===== config.mk =====
export PLATFORM = sky130hd
export DESIGN_NAME = ddr_ctrl_top
export DESIGN_NICKNAME = d
export VERILOG_FILES = /design/src/ddr_pkg.sv /design/src/ddr_cmd_queue.sv /design/src/ddr_ctrl_regs.sv /design/src/ddr_refresh_timer.sv /design/src/ddr_bank_fsm.sv /design/src/ddr_burst_datapath.sv /design/src/ddr_ctrl_top.sv
export SDC_FILE = /design/constraint.sdc
export NUM_CORES = 1
export LEC_CHECK = 0
export BUFFER_PORTS_ARGS = -buffer_cell sky130_fd_sc_hd__buf_4
export CORE_ASPECT_RATIO = 0.75
export CORE_MARGIN = 2
export CORE_UTILIZATION = 30
export DETAILED_ROUTE_END_ITERATION = 7
export PLACE_DENSITY_LB_ADDON = 0.12
export SLEW_MARGIN = 20
export SYNTH_ARGS = -nofsm -noshare
export SYNTH_HDL_FRONTEND = slang
export SYNTH_SLANG_ARGS = --single-unit
export TNS_END_PERCENT = 100

===== constraint.sdc =====
create_clock -name ddr_clock_i -period 30.2 [get_ports ddr_clock_i]
set_input_delay 6.04 -clock ddr_clock_i [delete_from_list [all_inputs] [get_ports ddr_clock_i]]
set_output_delay 6.04 -clock ddr_clock_i [all_outputs]
set_load 0.02 [all_outputs]

===== src/ddr_pkg.sv =====
`default_nettype none

package ddr_pkg;

    localparam int BANK_BITS    = 3;
    localparam int ROW_BITS     = 14;
    localparam int COL_BITS     = 10;
    localparam int DATA_BITS    = 16;
    localparam int BURST_LENGTH = 8;
    localparam int BYTE_BITS    = $clog2(DATA_BITS / 8);
    localparam int ADDR_BITS    = BANK_BITS + ROW_BITS + COL_BITS + BYTE_BITS;
    localparam int BURST_BITS   = BURST_LENGTH * DATA_BITS;

    localparam logic [15:0] REG_RESET_STATE   = 16'h0000;
    localparam logic [15:0] REG_OVERRIDE_CMD  = 16'h0004;
    localparam logic [15:0] REG_OVERRIDE_ADDR = 16'h0008;

    // CS, RAS, CAS, WE
    typedef enum logic [3:0] {
        CMD_MODE_SET  = 4'b0000,
        CMD_REFRESH   = 4'b0001,
        CMD_PRECHARGE = 4'b0010,
        CMD_ACTIVATE  = 4'b0011,
        CMD_WRITE     = 4'b0100,
        CMD_READ      = 4'b0101,
        CMD_NOP       = 4'b0111
    } ddr_cmd_e;

    typedef enum logic [2:0] {
        BS_PRECHARGED,
        BS_ACTIVATE_ROW,
        BS_OP,
        BS_READ,
        BS_READ_END,
        BS_WRITE,
        BS_WRITE_END
    } bank_state_e;

    typedef struct packed {
        logic                 cke;
        ddr_cmd_e             cmd;
        logic [BANK_BITS-1:0] ba;
        logic [ROW_BITS-1:0]  addr;
        logic                 odt;
    } ddr_pin_cmd_t;

    // Address is bank, row, column, byte from the top down
    typedef struct packed {
        logic                  write;
        logic [ADDR_BITS-1:0]  addr;
        logic [BURST_BITS-1:0] data;   // Word 0 in the low bits
    } host_cmd_t;

    typedef struct packed {
        logic        valid;
        logic        write;
        logic [15:0] addr;
        logic [31:0] data;
    } reg_req_t;

endpackage

`default_nettype wire


===== src/ddr_cmd_queue.sv =====
`timescale 1ns/1ps
`default_nettype none

module ddr_cmd_queue #(
    parameter int CMD_DEPTH = 4
) (
    input  wire                     ddr_clock_i,
    input  wire                     rst_i,
    input  wire                     push_i,
    input  wire ddr_pkg::host_cmd_t cmd_i,
    input  wire                     pop_i,
    output ddr_pkg::host_cmd_t      head_o,
    output logic                    not_empty_o,
    output logic                    credit_o
);
    import ddr_pkg::*;

    localparam int PTR_BITS = (CMD_DEPTH > 1) ? $clog2(CMD_DEPTH) : 1;
    localparam int CNT_BITS = $clog2(CMD_DEPTH + 1);

    host_cmd_t           mem [CMD_DEPTH];
    logic [PTR_BITS-1:0] wr_ptr;
    logic [PTR_BITS-1:0] rd_ptr;
    logic [CNT_BITS-1:0] count;
    logic                take;

    function automatic logic [PTR_BITS-1:0] next_ptr(input logic [PTR_BITS-1:0] ptr);
        return (ptr == PTR_BITS'(CMD_DEPTH - 1)) ? '0 : ptr + 1'b1;
    endfunction

    assign take        = pop_i && not_empty_o;
    assign not_empty_o = count != '0;
    assign head_o      = mem[rd_ptr];

    always_ff @(posedge ddr_clock_i) begin
        if (push_i)
            mem[wr_ptr] <= cmd_i;
    end

    always_ff @(posedge ddr_clock_i) begin
        if (rst_i) begin
            wr_ptr   <= '0;
            rd_ptr   <= '0;
            count    <= '0;
            credit_o <= 1'b0;
        end else begin
            credit_o <= take;   // One credit back per entry taken
            if (push_i)
                wr_ptr <= next_ptr(wr_ptr);
            if (take)
                rd_ptr <= next_ptr(rd_ptr);
            case ({push_i, take})
                2'b10:   count <= count + 1'b1;
                2'b01:   count <= count - 1'b1;
                default: count <= count;
            endcase
        end
    end

endmodule

`default_nettype wire


===== src/ddr_ctrl_regs.sv =====
`timescale 1ns/1ps
`default_nettype none

module ddr_ctrl_regs (
    input  wire                    ddr_clock_i,
    input  wire                    rst_i,
    input  wire ddr_pkg::reg_req_t reg_req_i,
    output logic                   reg_rsp_valid_o,
    output logic [31:0]            reg_rsp_data_o,
    output logic                   bypass_o,
    output logic                   reset_n_o,
    output logic                   phy_reset_n_o,
    output logic                   cke_o,
    output logic                   odt_force_o,
    output logic                   override_valid_o,
    output ddr_pkg::ddr_pin_cmd_t  override_o
);
    import ddr_pkg::*;

    logic [31:0] reset_state;
    logic [31:0] override_addr;
    logic        wr_en;
    logic        rd_en;

    assign wr_en = reg_req_i.valid && reg_req_i.write;
    assign rd_en = reg_req_i.valid && !reg_req_i.write;

    // Reset word layout
    assign reset_n_o     = reset_state[0];
    assign phy_reset_n_o = reset_state[1];
    assign bypass_o      = !reset_state[3];   // Set bit 3 to run the sequencer
    assign odt_force_o   = reset_state[4];
    assign cke_o         = reset_state[5];

    always_ff @(posedge ddr_clock_i) begin
        if (rst_i) begin
            reset_state      <= '0;
            override_addr    <= '0;
            override_valid_o <= 1'b0;
            reg_rsp_valid_o  <= 1'b0;
        end else begin
            override_valid_o <= wr_en && reg_req_i.addr == REG_OVERRIDE_CMD;
            reg_rsp_valid_o  <= rd_en;
            if (wr_en && reg_req_i.addr == REG_RESET_STATE)
                reset_state <= reg_req_i.data;
            if (wr_en && reg_req_i.addr == REG_OVERRIDE_ADDR)
                override_addr <= reg_req_i.data;
        end
    end

    always_ff @(posedge ddr_clock_i) begin
        if (wr_en && reg_req_i.addr == REG_OVERRIDE_CMD) begin
            override_o.cke  <= reset_state[5];
            override_o.cmd  <= ddr_cmd_e'(reg_req_i.data[3:0]);
            override_o.ba   <= override_addr[31 -: BANK_BITS];   // Bank from the top bits
            override_o.addr <= override_addr[ROW_BITS-1:0];
            override_o.odt  <= reset_state[4];
        end
        if (rd_en) begin
            case (reg_req_i.addr)
                REG_RESET_STATE:   reg_rsp_data_o <= reset_state;
                REG_OVERRIDE_ADDR: reg_rsp_data_o <= override_addr;
                default:           reg_rsp_data_o <= '0;
            endcase
        end
    end

endmodule

`default_nettype wire


===== src/ddr_refresh_timer.sv =====
`timescale 1ns/1ps
`default_nettype none

module ddr_refresh_timer #(
    parameter int T_REFI = 3120
) (
    input  wire  ddr_clock_i,
    input  wire  rst_i,
    input  wire  bypass_i,
    input  wire  refresh_ack_i,
    output logic refresh_req_o
);

    localparam int CNT_BITS = $clog2(T_REFI + 1);

    logic [CNT_BITS-1:0] count;

    always_ff @(posedge ddr_clock_i) begin
        if (rst_i) begin
            count         <= CNT_BITS'(T_REFI - 1);
            refresh_req_o <= 1'b0;
        end else begin
            if (refresh_ack_i)
                refresh_req_o <= 1'b0;
            if (count == '0) begin
                count         <= CNT_BITS'(T_REFI - 1);
                refresh_req_o <= 1'b1;   // Sticky until acknowledged
            end else if (!bypass_i) begin
                count <= count - 1'b1;
            end
        end
    end

endmodule

`default_nettype wire


===== src/ddr_bank_fsm.sv =====
`timescale 1ns/1ps
`default_nettype none

module ddr_bank_fsm #(
    parameter int T_RCD          = 6,
    parameter int T_RP           = 6,
    parameter int T_RFC          = 44,
    parameter int CAS_READ_LAT   = 5,
    parameter int CAS_WRITE_LAT  = 5,
    parameter int WRITE_RECOVERY = 6
) (
    input  wire                        ddr_clock_i,
    input  wire                        rst_i,
    input  wire                        bypass_i,
    input  wire                        cke_i,
    input  wire                        odt_force_i,
    input  wire                        override_valid_i,
    input  wire ddr_pkg::ddr_pin_cmd_t override_i,
    input  wire                        refresh_req_i,
    output logic                       refresh_ack_o,
    input  wire                        cmd_valid_i,
    input  wire ddr_pkg::host_cmd_t    cmd_i,
    output logic                       pop_o,
    output ddr_pkg::ddr_pin_cmd_t      pin_o,
    output logic                       load_write_o,
    output logic                       capture_read_o,
    output logic                       data_write_o
);
    import ddr_pkg::*;

    localparam int HALF_BURST = BURST_LENGTH / 2;

    bank_state_e          state;
    logic [7:0]           wait_cnt;
    logic                 wait_zero;
    logic                 idle;
    logic                 odt_write;
    logic                 cur_write;
    logic [ADDR_BITS-1:0] cur_addr;
    logic [BANK_BITS-1:0] cur_bank;
    logic [ROW_BITS-1:0]  cur_row;
    logic [COL_BITS-1:0]  cur_col;

    // Zero flag and count so the FSM acts again after this many cycles
    function automatic logic [8:0] wait_for(input int cycles);
        return {cycles <= 1, 8'(cycles - 1)};
    endfunction

    assign idle           = state == BS_PRECHARGED && wait_zero && !bypass_i;
    assign refresh_ack_o  = idle && refresh_req_i;   // Refresh beats a queued command
    assign pop_o          = idle && !refresh_req_i && cmd_valid_i;
    assign load_write_o   = pop_o && cmd_i.write;
    assign capture_read_o = state == BS_READ_END && wait_zero;

    assign cur_bank = cur_addr[ADDR_BITS-1 -: BANK_BITS];
    assign cur_row  = cur_addr[BYTE_BITS+COL_BITS +: ROW_BITS];
    assign cur_col  = cur_addr[BYTE_BITS +: COL_BITS];

    always_ff @(posedge ddr_clock_i) begin
        if (pop_o) begin
            cur_write <= cmd_i.write;
            cur_addr  <= cmd_i.addr;
        end
    end

    always_ff @(posedge ddr_clock_i) begin
        if (rst_i) begin
            state        <= BS_PRECHARGED;
            wait_cnt     <= '0;
            wait_zero    <= 1'b1;
            odt_write    <= 1'b0;
            data_write_o <= 1'b0;
            pin_o        <= '{cke: 1'b0, cmd: CMD_NOP, ba: '0, addr: '0, odt: 1'b0};
        end else begin
            if (!wait_zero) begin
                wait_cnt  <= wait_cnt - 8'd1;
                wait_zero <= wait_cnt == 8'd1;
            end

            pin_o <= '{cke: cke_i, cmd: CMD_NOP, ba: '0, addr: '0,
                       odt: odt_force_i || odt_write};

            if (wait_zero) begin
                case (state)
                    BS_PRECHARGED: begin
                        if (refresh_ack_o) begin
                            pin_o.cmd              <= CMD_REFRESH;
                            {wait_zero, wait_cnt} <= wait_for(T_RFC);
                        end else if (pop_o) begin
                            state <= BS_ACTIVATE_ROW;
                        end
                    end
                    BS_ACTIVATE_ROW: begin
                        pin_o.cmd              <= CMD_ACTIVATE;
                        pin_o.ba               <= cur_bank;
                        pin_o.addr             <= cur_row;
                        state                  <= BS_OP;
                        {wait_zero, wait_cnt} <= wait_for(T_RCD);
                    end
                    BS_OP: begin
                        pin_o.ba   <= cur_bank;
                        pin_o.addr <= ROW_BITS'({1'b1, cur_col});   // A10 auto-precharge
                        if (cur_write) begin
                            pin_o.cmd              <= CMD_WRITE;
                            pin_o.odt              <= 1'b1;
                            odt_write              <= 1'b1;
                            state                  <= BS_WRITE;
                            {wait_zero, wait_cnt} <= wait_for(CAS_WRITE_LAT);
                        end else begin
                            pin_o.cmd              <= CMD_READ;
                            state                  <= BS_READ;
                            {wait_zero, wait_cnt} <= wait_for(CAS_READ_LAT + 1);
                        end
                    end
                    BS_WRITE: begin
                        data_write_o           <= 1'b1;
                        state                  <= BS_WRITE_END;
                        {wait_zero, wait_cnt} <= wait_for(HALF_BURST);
                    end
                    BS_WRITE_END: begin
                        data_write_o           <= 1'b0;
                        odt_write              <= 1'b0;
                        state                  <= BS_PRECHARGED;
                        {wait_zero, wait_cnt} <= wait_for(T_RP + WRITE_RECOVERY);
                    end
                    BS_READ: begin
                        state                  <= BS_READ_END;
                        {wait_zero, wait_cnt} <= wait_for(HALF_BURST);
                    end
                    BS_READ_END: begin
                        state                  <= BS_PRECHARGED;   // Burst captured now
                        {wait_zero, wait_cnt} <= wait_for(T_RP);
                    end
                    default: state <= BS_PRECHARGED;
                endcase
            end

            // Raw host command takes the pins in bypass
            if (bypass_i && override_valid_i)
                pin_o <= override_i;
        end
    end

endmodule

`default_nettype wire


===== src/ddr_burst_datapath.sv =====
`timescale 1ns/1ps
`default_nettype none

module ddr_burst_datapath (
    input  wire                               ddr_clock_i,
    input  wire                               rst_i,
    input  wire                               load_write_i,
    input  wire                               data_write_i,
    input  wire [ddr_pkg::BURST_BITS-1:0]     write_data_i,
    input  wire                               capture_read_i,
    input  wire [ddr_pkg::BURST_BITS-1:0]     dq_i,
    output logic [2*ddr_pkg::DATA_BITS-1:0]   dq_o,
    output logic                              rsp_valid_o,
    output logic [ddr_pkg::BURST_BITS-1:0]    rsp_data_o
);
    import ddr_pkg::*;

    localparam int HALF_BITS = BURST_BITS / 2;

    logic [HALF_BITS-1:0] even_sr;
    logic [HALF_BITS-1:0] odd_sr;

    // Every second word of a burst, starting at word first
    function automatic logic [HALF_BITS-1:0] pick_words(input logic [BURST_BITS-1:0] burst,
                                                        input int first);
        logic [HALF_BITS-1:0] half;
        for (int i = 0; i < BURST_LENGTH / 2; i++)
            half[i*DATA_BITS +: DATA_BITS] = burst[(2*i+first)*DATA_BITS +: DATA_BITS];
        return half;
    endfunction

    always_ff @(posedge ddr_clock_i) begin
        if (load_write_i) begin
            even_sr <= pick_words(write_data_i, 0);
            odd_sr  <= pick_words(write_data_i, 1);
        end else if (data_write_i) begin
            even_sr <= even_sr >> DATA_BITS;   // Next pair
            odd_sr  <= odd_sr >> DATA_BITS;
        end
    end

    assign dq_o = {odd_sr[DATA_BITS-1:0], even_sr[DATA_BITS-1:0]};

    always_ff @(posedge ddr_clock_i) begin
        if (capture_read_i)
            rsp_data_o <= dq_i;
    end

    always_ff @(posedge ddr_clock_i) begin
        if (rst_i)
            rsp_valid_o <= 1'b0;
        else
            rsp_valid_o <= capture_read_i;
    end

endmodule

`default_nettype wire


===== src/ddr_ctrl_top.sv =====
`timescale 1ns/1ps
`default_nettype none

module ddr_ctrl_top #(
    parameter int T_RCD          = 6,
    parameter int T_RP           = 6,
    parameter int T_RFC          = 44,
    parameter int T_REFI         = 3120,
    parameter int CAS_READ_LAT   = 5,
    parameter int CAS_WRITE_LAT  = 5,
    parameter int WRITE_RECOVERY = 6,
    parameter int CMD_DEPTH      = 4
) (
    input  wire                             ddr_clock_i,
    input  wire                             rst_i,
    input  wire                             host_cmd_valid_i,
    input  wire ddr_pkg::host_cmd_t         host_cmd_i,
    output logic                            credit_o,
    output logic                            rsp_valid_o,
    output logic [ddr_pkg::BURST_BITS-1:0]  rsp_data_o,
    input  wire ddr_pkg::reg_req_t          reg_req_i,
    output logic                            reg_rsp_valid_o,
    output logic [31:0]                     reg_rsp_data_o,
    output logic                            ddr_reset_n_o,
    output logic                            ddr_phy_reset_n_o,
    output ddr_pkg::ddr_pin_cmd_t           ddr3_pin_o,
    output logic [2*ddr_pkg::DATA_BITS-1:0] ddr3_dq_o,
    input  wire [ddr_pkg::BURST_BITS-1:0]   ddr3_dq_i,
    output logic                            data_write_o
);
    import ddr_pkg::*;

    host_cmd_t    head;
    ddr_pin_cmd_t override;
    logic         head_valid;
    logic         pop;
    logic         bypass;
    logic         cke;
    logic         odt_force;
    logic         override_valid;
    logic         refresh_req;
    logic         refresh_ack;
    logic         load_write;
    logic         capture_read;

    ddr_cmd_queue #(
        .CMD_DEPTH(CMD_DEPTH)
    ) cmd_queue_i (
        .ddr_clock_i(ddr_clock_i),
        .rst_i(rst_i),
        .push_i(host_cmd_valid_i),
        .cmd_i(host_cmd_i),
        .pop_i(pop),
        .head_o(head),
        .not_empty_o(head_valid),
        .credit_o(credit_o)
    );

    ddr_ctrl_regs ctrl_regs_i (
        .ddr_clock_i(ddr_clock_i),
        .rst_i(rst_i),
        .reg_req_i(reg_req_i),
        .reg_rsp_valid_o(reg_rsp_valid_o),
        .reg_rsp_data_o(reg_rsp_data_o),
        .bypass_o(bypass),
        .reset_n_o(ddr_reset_n_o),
        .phy_reset_n_o(ddr_phy_reset_n_o),
        .cke_o(cke),
        .odt_force_o(odt_force),
        .override_valid_o(override_valid),
        .override_o(override)
    );

    ddr_refresh_timer #(
        .T_REFI(T_REFI)
    ) refresh_timer_i (
        .ddr_clock_i(ddr_clock_i),
        .rst_i(rst_i),
        .bypass_i(bypass),
        .refresh_ack_i(refresh_ack),
        .refresh_req_o(refresh_req)
    );

    ddr_bank_fsm #(
        .T_RCD(T_RCD),
        .T_RP(T_RP),
        .T_RFC(T_RFC),
        .CAS_READ_LAT(CAS_READ_LAT),
        .CAS_WRITE_LAT(CAS_WRITE_LAT),
        .WRITE_RECOVERY(WRITE_RECOVERY)
    ) bank_fsm_i (
        .ddr_clock_i(ddr_clock_i),
        .rst_i(rst_i),
        .bypass_i(bypass),
        .cke_i(cke),
        .odt_force_i(odt_force),
        .override_valid_i(override_valid),
        .override_i(override),
        .refresh_req_i(refresh_req),
        .refresh_ack_o(refresh_ack),
        .cmd_valid_i(head_valid),
        .cmd_i(head),
        .pop_o(pop),
        .pin_o(ddr3_pin_o),
        .load_write_o(load_write),
        .capture_read_o(capture_read),
        .data_write_o(data_write_o)
    );

    // Write burst is taken from the queue head as it is popped
    ddr_burst_datapath burst_datapath_i (
        .ddr_clock_i(ddr_clock_i),
        .rst_i(rst_i),
        .load_write_i(load_write),
        .data_write_i(data_write_o),
        .write_data_i(head.data),
        .capture_read_i(capture_read),
        .dq_i(ddr3_dq_i),
        .dq_o(ddr3_dq_o),
        .rsp_valid_o(rsp_valid_o),
        .rsp_data_o(rsp_data_o)
    );

endmodule

`default_nettype wire


Yosys cells after proc, flatten, opt, wreduce, memory -nomap -nowiden
Memory sizes are Yosys's and may differ from the RTL's. A register that Yosys moved wholly into a read port is not among the register bits.
Cells that the tools add are included.
Storage, ports and cells
  output and inout port bits: 221
  word-level logic and storage cells: 127
  flip-flop bits (word level): 465
  memory bits (writable): 628
  input port bits: 338
  memories: 1
Memory list
  cmd_queue_i.mem: depth 4, bits a word 157, read ports 1, clocked after memory_dff 1, wr ports 1, RTL line ddr_cmd_queue.sv:21  | host_cmd_t mem [CMD_DEPTH];
Cells by class
  multiplexer cells: 38
  reductions and logical operators: 34
  eq/ne operators: 16
  add/subtract/negate cells: 6
Operators with widths (count)
  64-bit 2-to-1 mux: 4
  32-bit one-hot mux with 2 select lines: 1
  8-bit one-hot mux with 5 select lines: 1
  17-bit one-hot mux with 2 select lines: 1
  8-bit 2-to-1 mux: 3
  23-bit 2-to-1 mux: 1
  22-bit 2-to-1 mux: 1
  16-bit by 3-bit == test with 1-bit output (second input constant): 1
  16-bit by 4-bit == test with 1-bit output (second input constant): 1
  16-bit logical NOT: 1
  3-bit one-hot mux with 5 select lines: 1
  1-bit logical AND: 14
  12-bit logical NOT: 1
  1-bit 2-to-1 mux: 12
  3-bit 2-to-1 mux: 4
  12-bit by 1-bit subtractor with 12-bit output (second input constant): 1
  2-bit nonzero test: 5
  3-bit == test (second input constant): 3
  3-bit one-hot mux with 3 select lines: 1
  8-bit by 1-bit == test with 1-bit output (second input constant): 1
  2-bit 2-to-1 mux: 4
  8-bit by 1-bit subtractor with 8-bit output (second input constant): 1
  2-bit == test (second input constant): 3
  3-bit by 2-bit == test with 1-bit output (second input constant): 2
  other kinds (17): 26

Depth between registers and ports, before layout
  depth in word-level cells: 8
  depth in mapped cells: 10
  depth with buffers taken out: 8

Modules after synthesis
Synthesis repeated with hierarchy kept, for this count alone.
Second synthesis, totals
  cells, all modules: 1999
  area total of the unflattened synthesis: 40749.1 µm²
By module, submodules not included
  ddr_cmd_queue: times used 1, area an instance 23243.5 µm², cells an instance 871, sequential area each 19058.3 µm²
  ddr_burst_datapath: times used 1, area an instance 9365.2 µm², cells an instance 433, sequential area each 7707.4 µm²
  ddr_ctrl_regs: times used 1, area an instance 4795.8 µm², cells an instance 394, sequential area each 2972.9 µm²
  ddr_bank_fsm: times used 1, area an instance 2626.3 µm², cells an instance 222, sequential area each 1581.5 µm²
  ddr_refresh_timer: times used 1, area an instance 718.2 µm², cells an instance 79, sequential area each 260.2 µm²

Worst setup path after synthesis
Ideal clock, no wire load.
  path kind: reg2reg
  from: reg bank_fsm_i.state[0]
  to: reg burst_datapath_i.rsp_data_o[0] (netlist name) (enable)
  library setup time: 0.772 ns
  cell stages (with the launch flop): 5
  clock period less this slack: 10.267 ns
  arrival time: 9.495 ns
  required time: 29.428 ns
  buffers on the path: 2
  setup slack: 19.933 ns
  cells stage by stage: dfxtp_1 -> clkbuf_1 -> clkbuf_1 -> nand2b_1 -> nor3_1
On the way
  longest elaborated chain between the ends: 2
Ends and longest elaborated chain
  start, declared: RTL line ddr_bank_fsm.sv:33  | bank_state_e state;
  start signal, assigned: RTL line ddr_bank_fsm.sv:68  | state <= BS_PRECHARGED;
  start signal, assigned: RTL line ddr_bank_fsm.sv:90  | state <= BS_ACTIVATE_ROW;
  start signal, assigned: RTL line ddr_bank_fsm.sv:97  | state <= BS_OP;
  3-bit == test: RTL line ddr_bank_fsm.sv:53  | assign capture_read_o = state == BS_READ_END && wait_zero;
  1-bit logical AND: RTL line ddr_bank_fsm.sv:53
  named net bank_fsm_i.capture_read_o: RTL line ddr_bank_fsm.sv:26  | output logic capture_read_o,
  end signal, assigned: RTL line ddr_burst_datapath.sv:46  | rsp_data_o <= dq_i;
  end, declared: RTL line ddr_burst_datapath.sv:14  | output logic [ddr_pkg::BURST_BITS-1:0] rsp_data_o
The timed path passes the listed nets, and every way through them passes these cells.
A chain may end at the register's enable or synchronous reset.

Worst setup path after layout
  from: reg bank_fsm_i.data_write_o
  to: out data_write_o
RTL lines
  start, declared: RTL line ddr_bank_fsm.sv:27  | output logic data_write_o
  start signal, assigned: RTL line ddr_bank_fsm.sv:72  | data_write_o <= 1'b0;
  start signal, assigned: RTL line ddr_bank_fsm.sv:116  | data_write_o <= 1'b1;
  start signal, assigned: RTL line ddr_bank_fsm.sv:121  | data_write_o <= 1'b0;
  end, declared: RTL line ddr_ctrl_top.sv:29  | output logic data_write_o
No word-level cell between the ends.

==> Flow_metrics.wiki <==
{| class="wikitable"
! Metric !! Value
|-
| Synthesized area || 0.0400 sq mm
|-
| Signal arrival time at the worst endpoint || 1.62 ns
|-
| # IOs || 559
|-
| Combinational share of power || 0.033
|-
| H-tree levels || 3
|-
| Instance count of the mapped netlist || 1997
|-
| Proportion of total power due to net switching || 0.207
|-
| Cts-stage hold buffer count || 0
|-
| Count of different cell masters after synthesis || 60
|-
| CP Buf/Inv Count || 1
|-
| Count of flip-flops with a built-in enable after synthesis || 963
|-
| Chain of cells forming the critical path || buf_4
|-
| Final-layout setup total negative slack || 0 ns
|-
| Dominant synthesized flop cell || edfxtp_1
|-
| Starting density of the core || 0.301
|-
| Vias per cell || 4.61
|-
| Register bit count reported by yosys || 1090
|-
| Fin. max-slew vios || 0
|-
| Leakage || 17.2 nW
|-
| Hold crit path type || flop to flop
|-
| Category of cells accounting for the largest share of critical-path delay || flip-flops
|-
| Met3 global-route usage || 0.0382
|-
| Post-route minimum period || 7.66 ns
|-
| TritonCTS sink count || 1090
|-
| Overall die height || 320 microns
|-
| Met1 capacity usage during global routing || 0.218
|-
| Final Setup Violations || 0
|-
| Share of total power in the clock network || 0.434
|-
| Critical Path End Type || output port
|-
| Input/output buffers || 557
|-
| Placed wire-length estimate || 73700 microns
|-
| Final count of hold timing violations || 0
|-
| Post-Route WL || 115000 microns
|-
| Drt first pass iters || 7
|-
| Clock skew after layout || 0.0192 ns
|-
| Count of synthesis-stage warnings from yosys || 0
|-
| Measured slew at the worst slew-check pin || 1.08 ns
|-
| DRC violation total after the first TritonRoute iteration || 1510
|-
| CTS root buffer || clkbuf_16
|-
| CP max stage cell || dfxtp_1
|-
| Ratio of cells with drive above 1 in the final layout || 0.385
|-
| Placeable core region || 0.133 sq mm
|-
| CTS-repair resized insts || 0
|-
| Switch Pwr || 0.651 mW
|-
| Final antenna-violating net count || 0
|-
| Number of global-route vias before repair || 21400
|-
| Stage delay of the slowest cell on the critical path || 0.65 ns
|-
| All-Layer GR Usage || 0.168
|-
| Number of CTS-inserted buffers || 116
|-
| Mean instance size in the synthesized netlist || 20.0 sq um
|-
| Final cycle utilization of the critical path || 0.254
|-
| Max Fanout on Critical Path || 4
|-
| Width of the chip || 426 microns
|-
| Run status || finished clean
|-
| Met2 routing resource usage after global routing || 0.286
|-
| Post CTS Setup Buffer Count || 0
|-
| Timing-limited maximum frequency || 131 MHz
|-
| # DRC || 0
|-
| Wire length of the first global-routing pass || 163000 microns
|-
| Power density over the cells || 63.4 mW/mm^2
|-
| TritonCTS clock tree || yes
|-
| Peak VDD IR || 0.0394 mV
|-
| Layout-stage area growth over the synthesis result || 24.2%
|-
| Final weighted congestion in routability-driven placement || 0.931
|-
| Worst skew pair latency || 0.72 ns
|-
| Launching element type of the critical path || flop
|-
| Maximum number of buffers from clock root to sink || 3
|-
| Max-cap check violation count || 0
|-
| Initial antenna violation count || 27
|-
| Setup repair after global routing missed its margin || no
|-
| Worst endpoint required time || 24.16 ns
|-
| Die ar. || 0.136 sq mm
|-
| Vias || 20500
|-
| Maximum number of pins on one net before global-route repair || 123
|-
| Most common library cell in the layout ignoring fill and taps || edfxtp_1
|-
| Final layout net count || 2911
|-
| Routed length per instance || 26.0 microns
|-
| Total nets after synthesis || 2346
|-
| FFs w/ async S/R, synth || 0
|-
| Clock input transition at the sequential cells of the worst setup and hold paths || 0.06 ns
|-
| Sequential area share after synthesis || 0.786
|-
| Commonest cells after routing, fill and taps aside || edfxtp_1 (963), buf_4 (579), mux4_2 (156), dfxtp_1 (125), clkbuf_16 (118)
|-
| GR peak layer || met2
|-
| Final global-route overflow total || 0
|-
| Critical path type || flop to output port
|-
| Internal Power || 2.50 mW
|-
| Count of standard-cell rows || 116
|-
| End-of-flow core utilization || 0.374
|-
| Fraction of power consumed by sequential logic || 0.533
|-
| Relative slew margins || 0.283
|}
path summary, 6_finish.rpt:
kind                                             startpoint                                     to  slack (ns)  depth (start not counted)
setup / recovery       bank_fsm_i.data_write_o$_SDFFE_PP0P_                           data_write_o       22.54                          1
hold / removal    ctrl_regs_i.override_addr[8]$_SDFFE_PP0P_    ctrl_regs_i.override_o[9]$_DFFE_PP_        0.46                          0
setup reg to reg    ctrl_regs_i.reset_state[3]$_SDFFE_PP0P_  burst_datapath_i.odd_sr[37]$_DFFE_PP_       25.33                          7
hold reg to reg   ctrl_regs_i.override_addr[8]$_SDFFE_PP0P_    ctrl_regs_i.override_o[9]$_DFFE_PP_        0.46                          0
sequential cells by signal, summed over array words and instances (netlist names), 2 cells and up, named ones only:
| name | count |
|---|---|
| cmd_queue_i.mem | 624 |
| burst_datapath_i.rsp_data_o | 128 |
| burst_datapath_i.even_sr | 64 |
| burst_datapath_i.odd_sr | 64 |
| ctrl_regs_i.override_addr | 32 |
| ctrl_regs_i.reg_rsp_data_o | 32 |
| ctrl_regs_i.reset_state | 32 |
| bank_fsm_i.cur_addr | 27 |
| bank_fsm_i.pin_o | 23 |
| ctrl_regs_i.override_o | 23 |
| refresh_timer_i.count | 12 |
| bank_fsm_i.wait_cnt | 8 |
| bank_fsm_i.state | 3 |
| cmd_queue_i.count | 3 |
| cmd_queue_i.rd_ptr | 2 |
| cmd_queue_i.wr_ptr | 2 |
kinds of logic (layout without fill, tap and decap cells):
group                    Yosys count  in the layout  synth area share
flip-flops                      1090           1090             0.786
multiplexers                     287            287             0.126
AND/OR/NAND/NOR                  286            286            0.0362
AO/OA/AOI/OAI                    158            158            0.0255
buffers and inverters            149            814            0.0187
XOR/XNOR                          16             16           0.00350
adder cells (fa/ha/maj)           11             11           0.00363
other                              0              7                 0
layer usage:
layer  vias up  wire length, microns
met3       160                  5360
met4        22                  2250
met5         -                   128
met2       412                 58200
met1     10800                 49400
li1       9117                     -
through the flow:
step | instances | power, mW | worst slack [ns] | instance area, sq um | hold slack, ns
global placement | 4214 | 1.81 | 21.91 | 46100 | 0.444
CTS | 4432 | 3.21 | 22.46 | 49700 | 0.457
finish | 4439 | 3.15 | 22.54 | 49700 | 0.456
global route | 4435 | 3.27 | 22.42 | 49700 | 0.471
detailed placement | 4214 | 1.82 | 21.86 | 46100 | 0.442
floorplan | 1997 | 1.75 | 19.93 | 40000 | 0.425
power by group through the flow:
stage | clock network, mW | logic, mW | registers (mW)
after CTS | 1.42 | 0.107 | 1.68
after floorplan | 0 | 0.0359 | 1.72
final | 1.37 | 0.103 | 1.68
after detailed placement | 0 | 0.106 | 1.71
after global routing | 1.48 | 0.113 | 1.68
after global placement | 0 | 0.104 | 1.71
worst register-to-register path, stage by stage, from the launching register on:
cell and delay [ns]:
dfxtp_1 0.81, nand3b_4 0.13, nor4b_4 0.22, buf_4 0.44, nand2_8 0.49, nand2b_4 0.72, buf_4 0.64, buf_4 0.89
synth_stat cells, types with 29 or more instances:
master,instances,share of area
a21oi_1,50,0.0063
mux2i_1,35,0.0088
edfxtp_1,963,0.72
nor2_1,48,0.0045
nand2_1,92,0.0086
o21ai_0,46,0.0058
clkbuf_1,68,0.0064
mux2_4,29,0.011
buf_4,32,0.0060
and3_1,33,0.0052
mux4_2,156,0.088
a22o_1,33,0.0072
mux2_2,67,0.019
nand3_1,38,0.0048
buf_2,29,0.0036
dfxtp_1,127,0.064
final cells by class:
cell class / count / area [sq um]
fill: 12400 / 83200
sequential: 1090 / 31500
multi-input combinational: 758 / 7890
timing repair buffer: 584 / 4450
clock buffer: 153 / 3130
tap: 1770 / 2210
clock inverter: 65 / 497
inverter: 12 / 45.0
antenna: 7 / 17.5
Note: power is estimated with default switching activity, not from simulation.
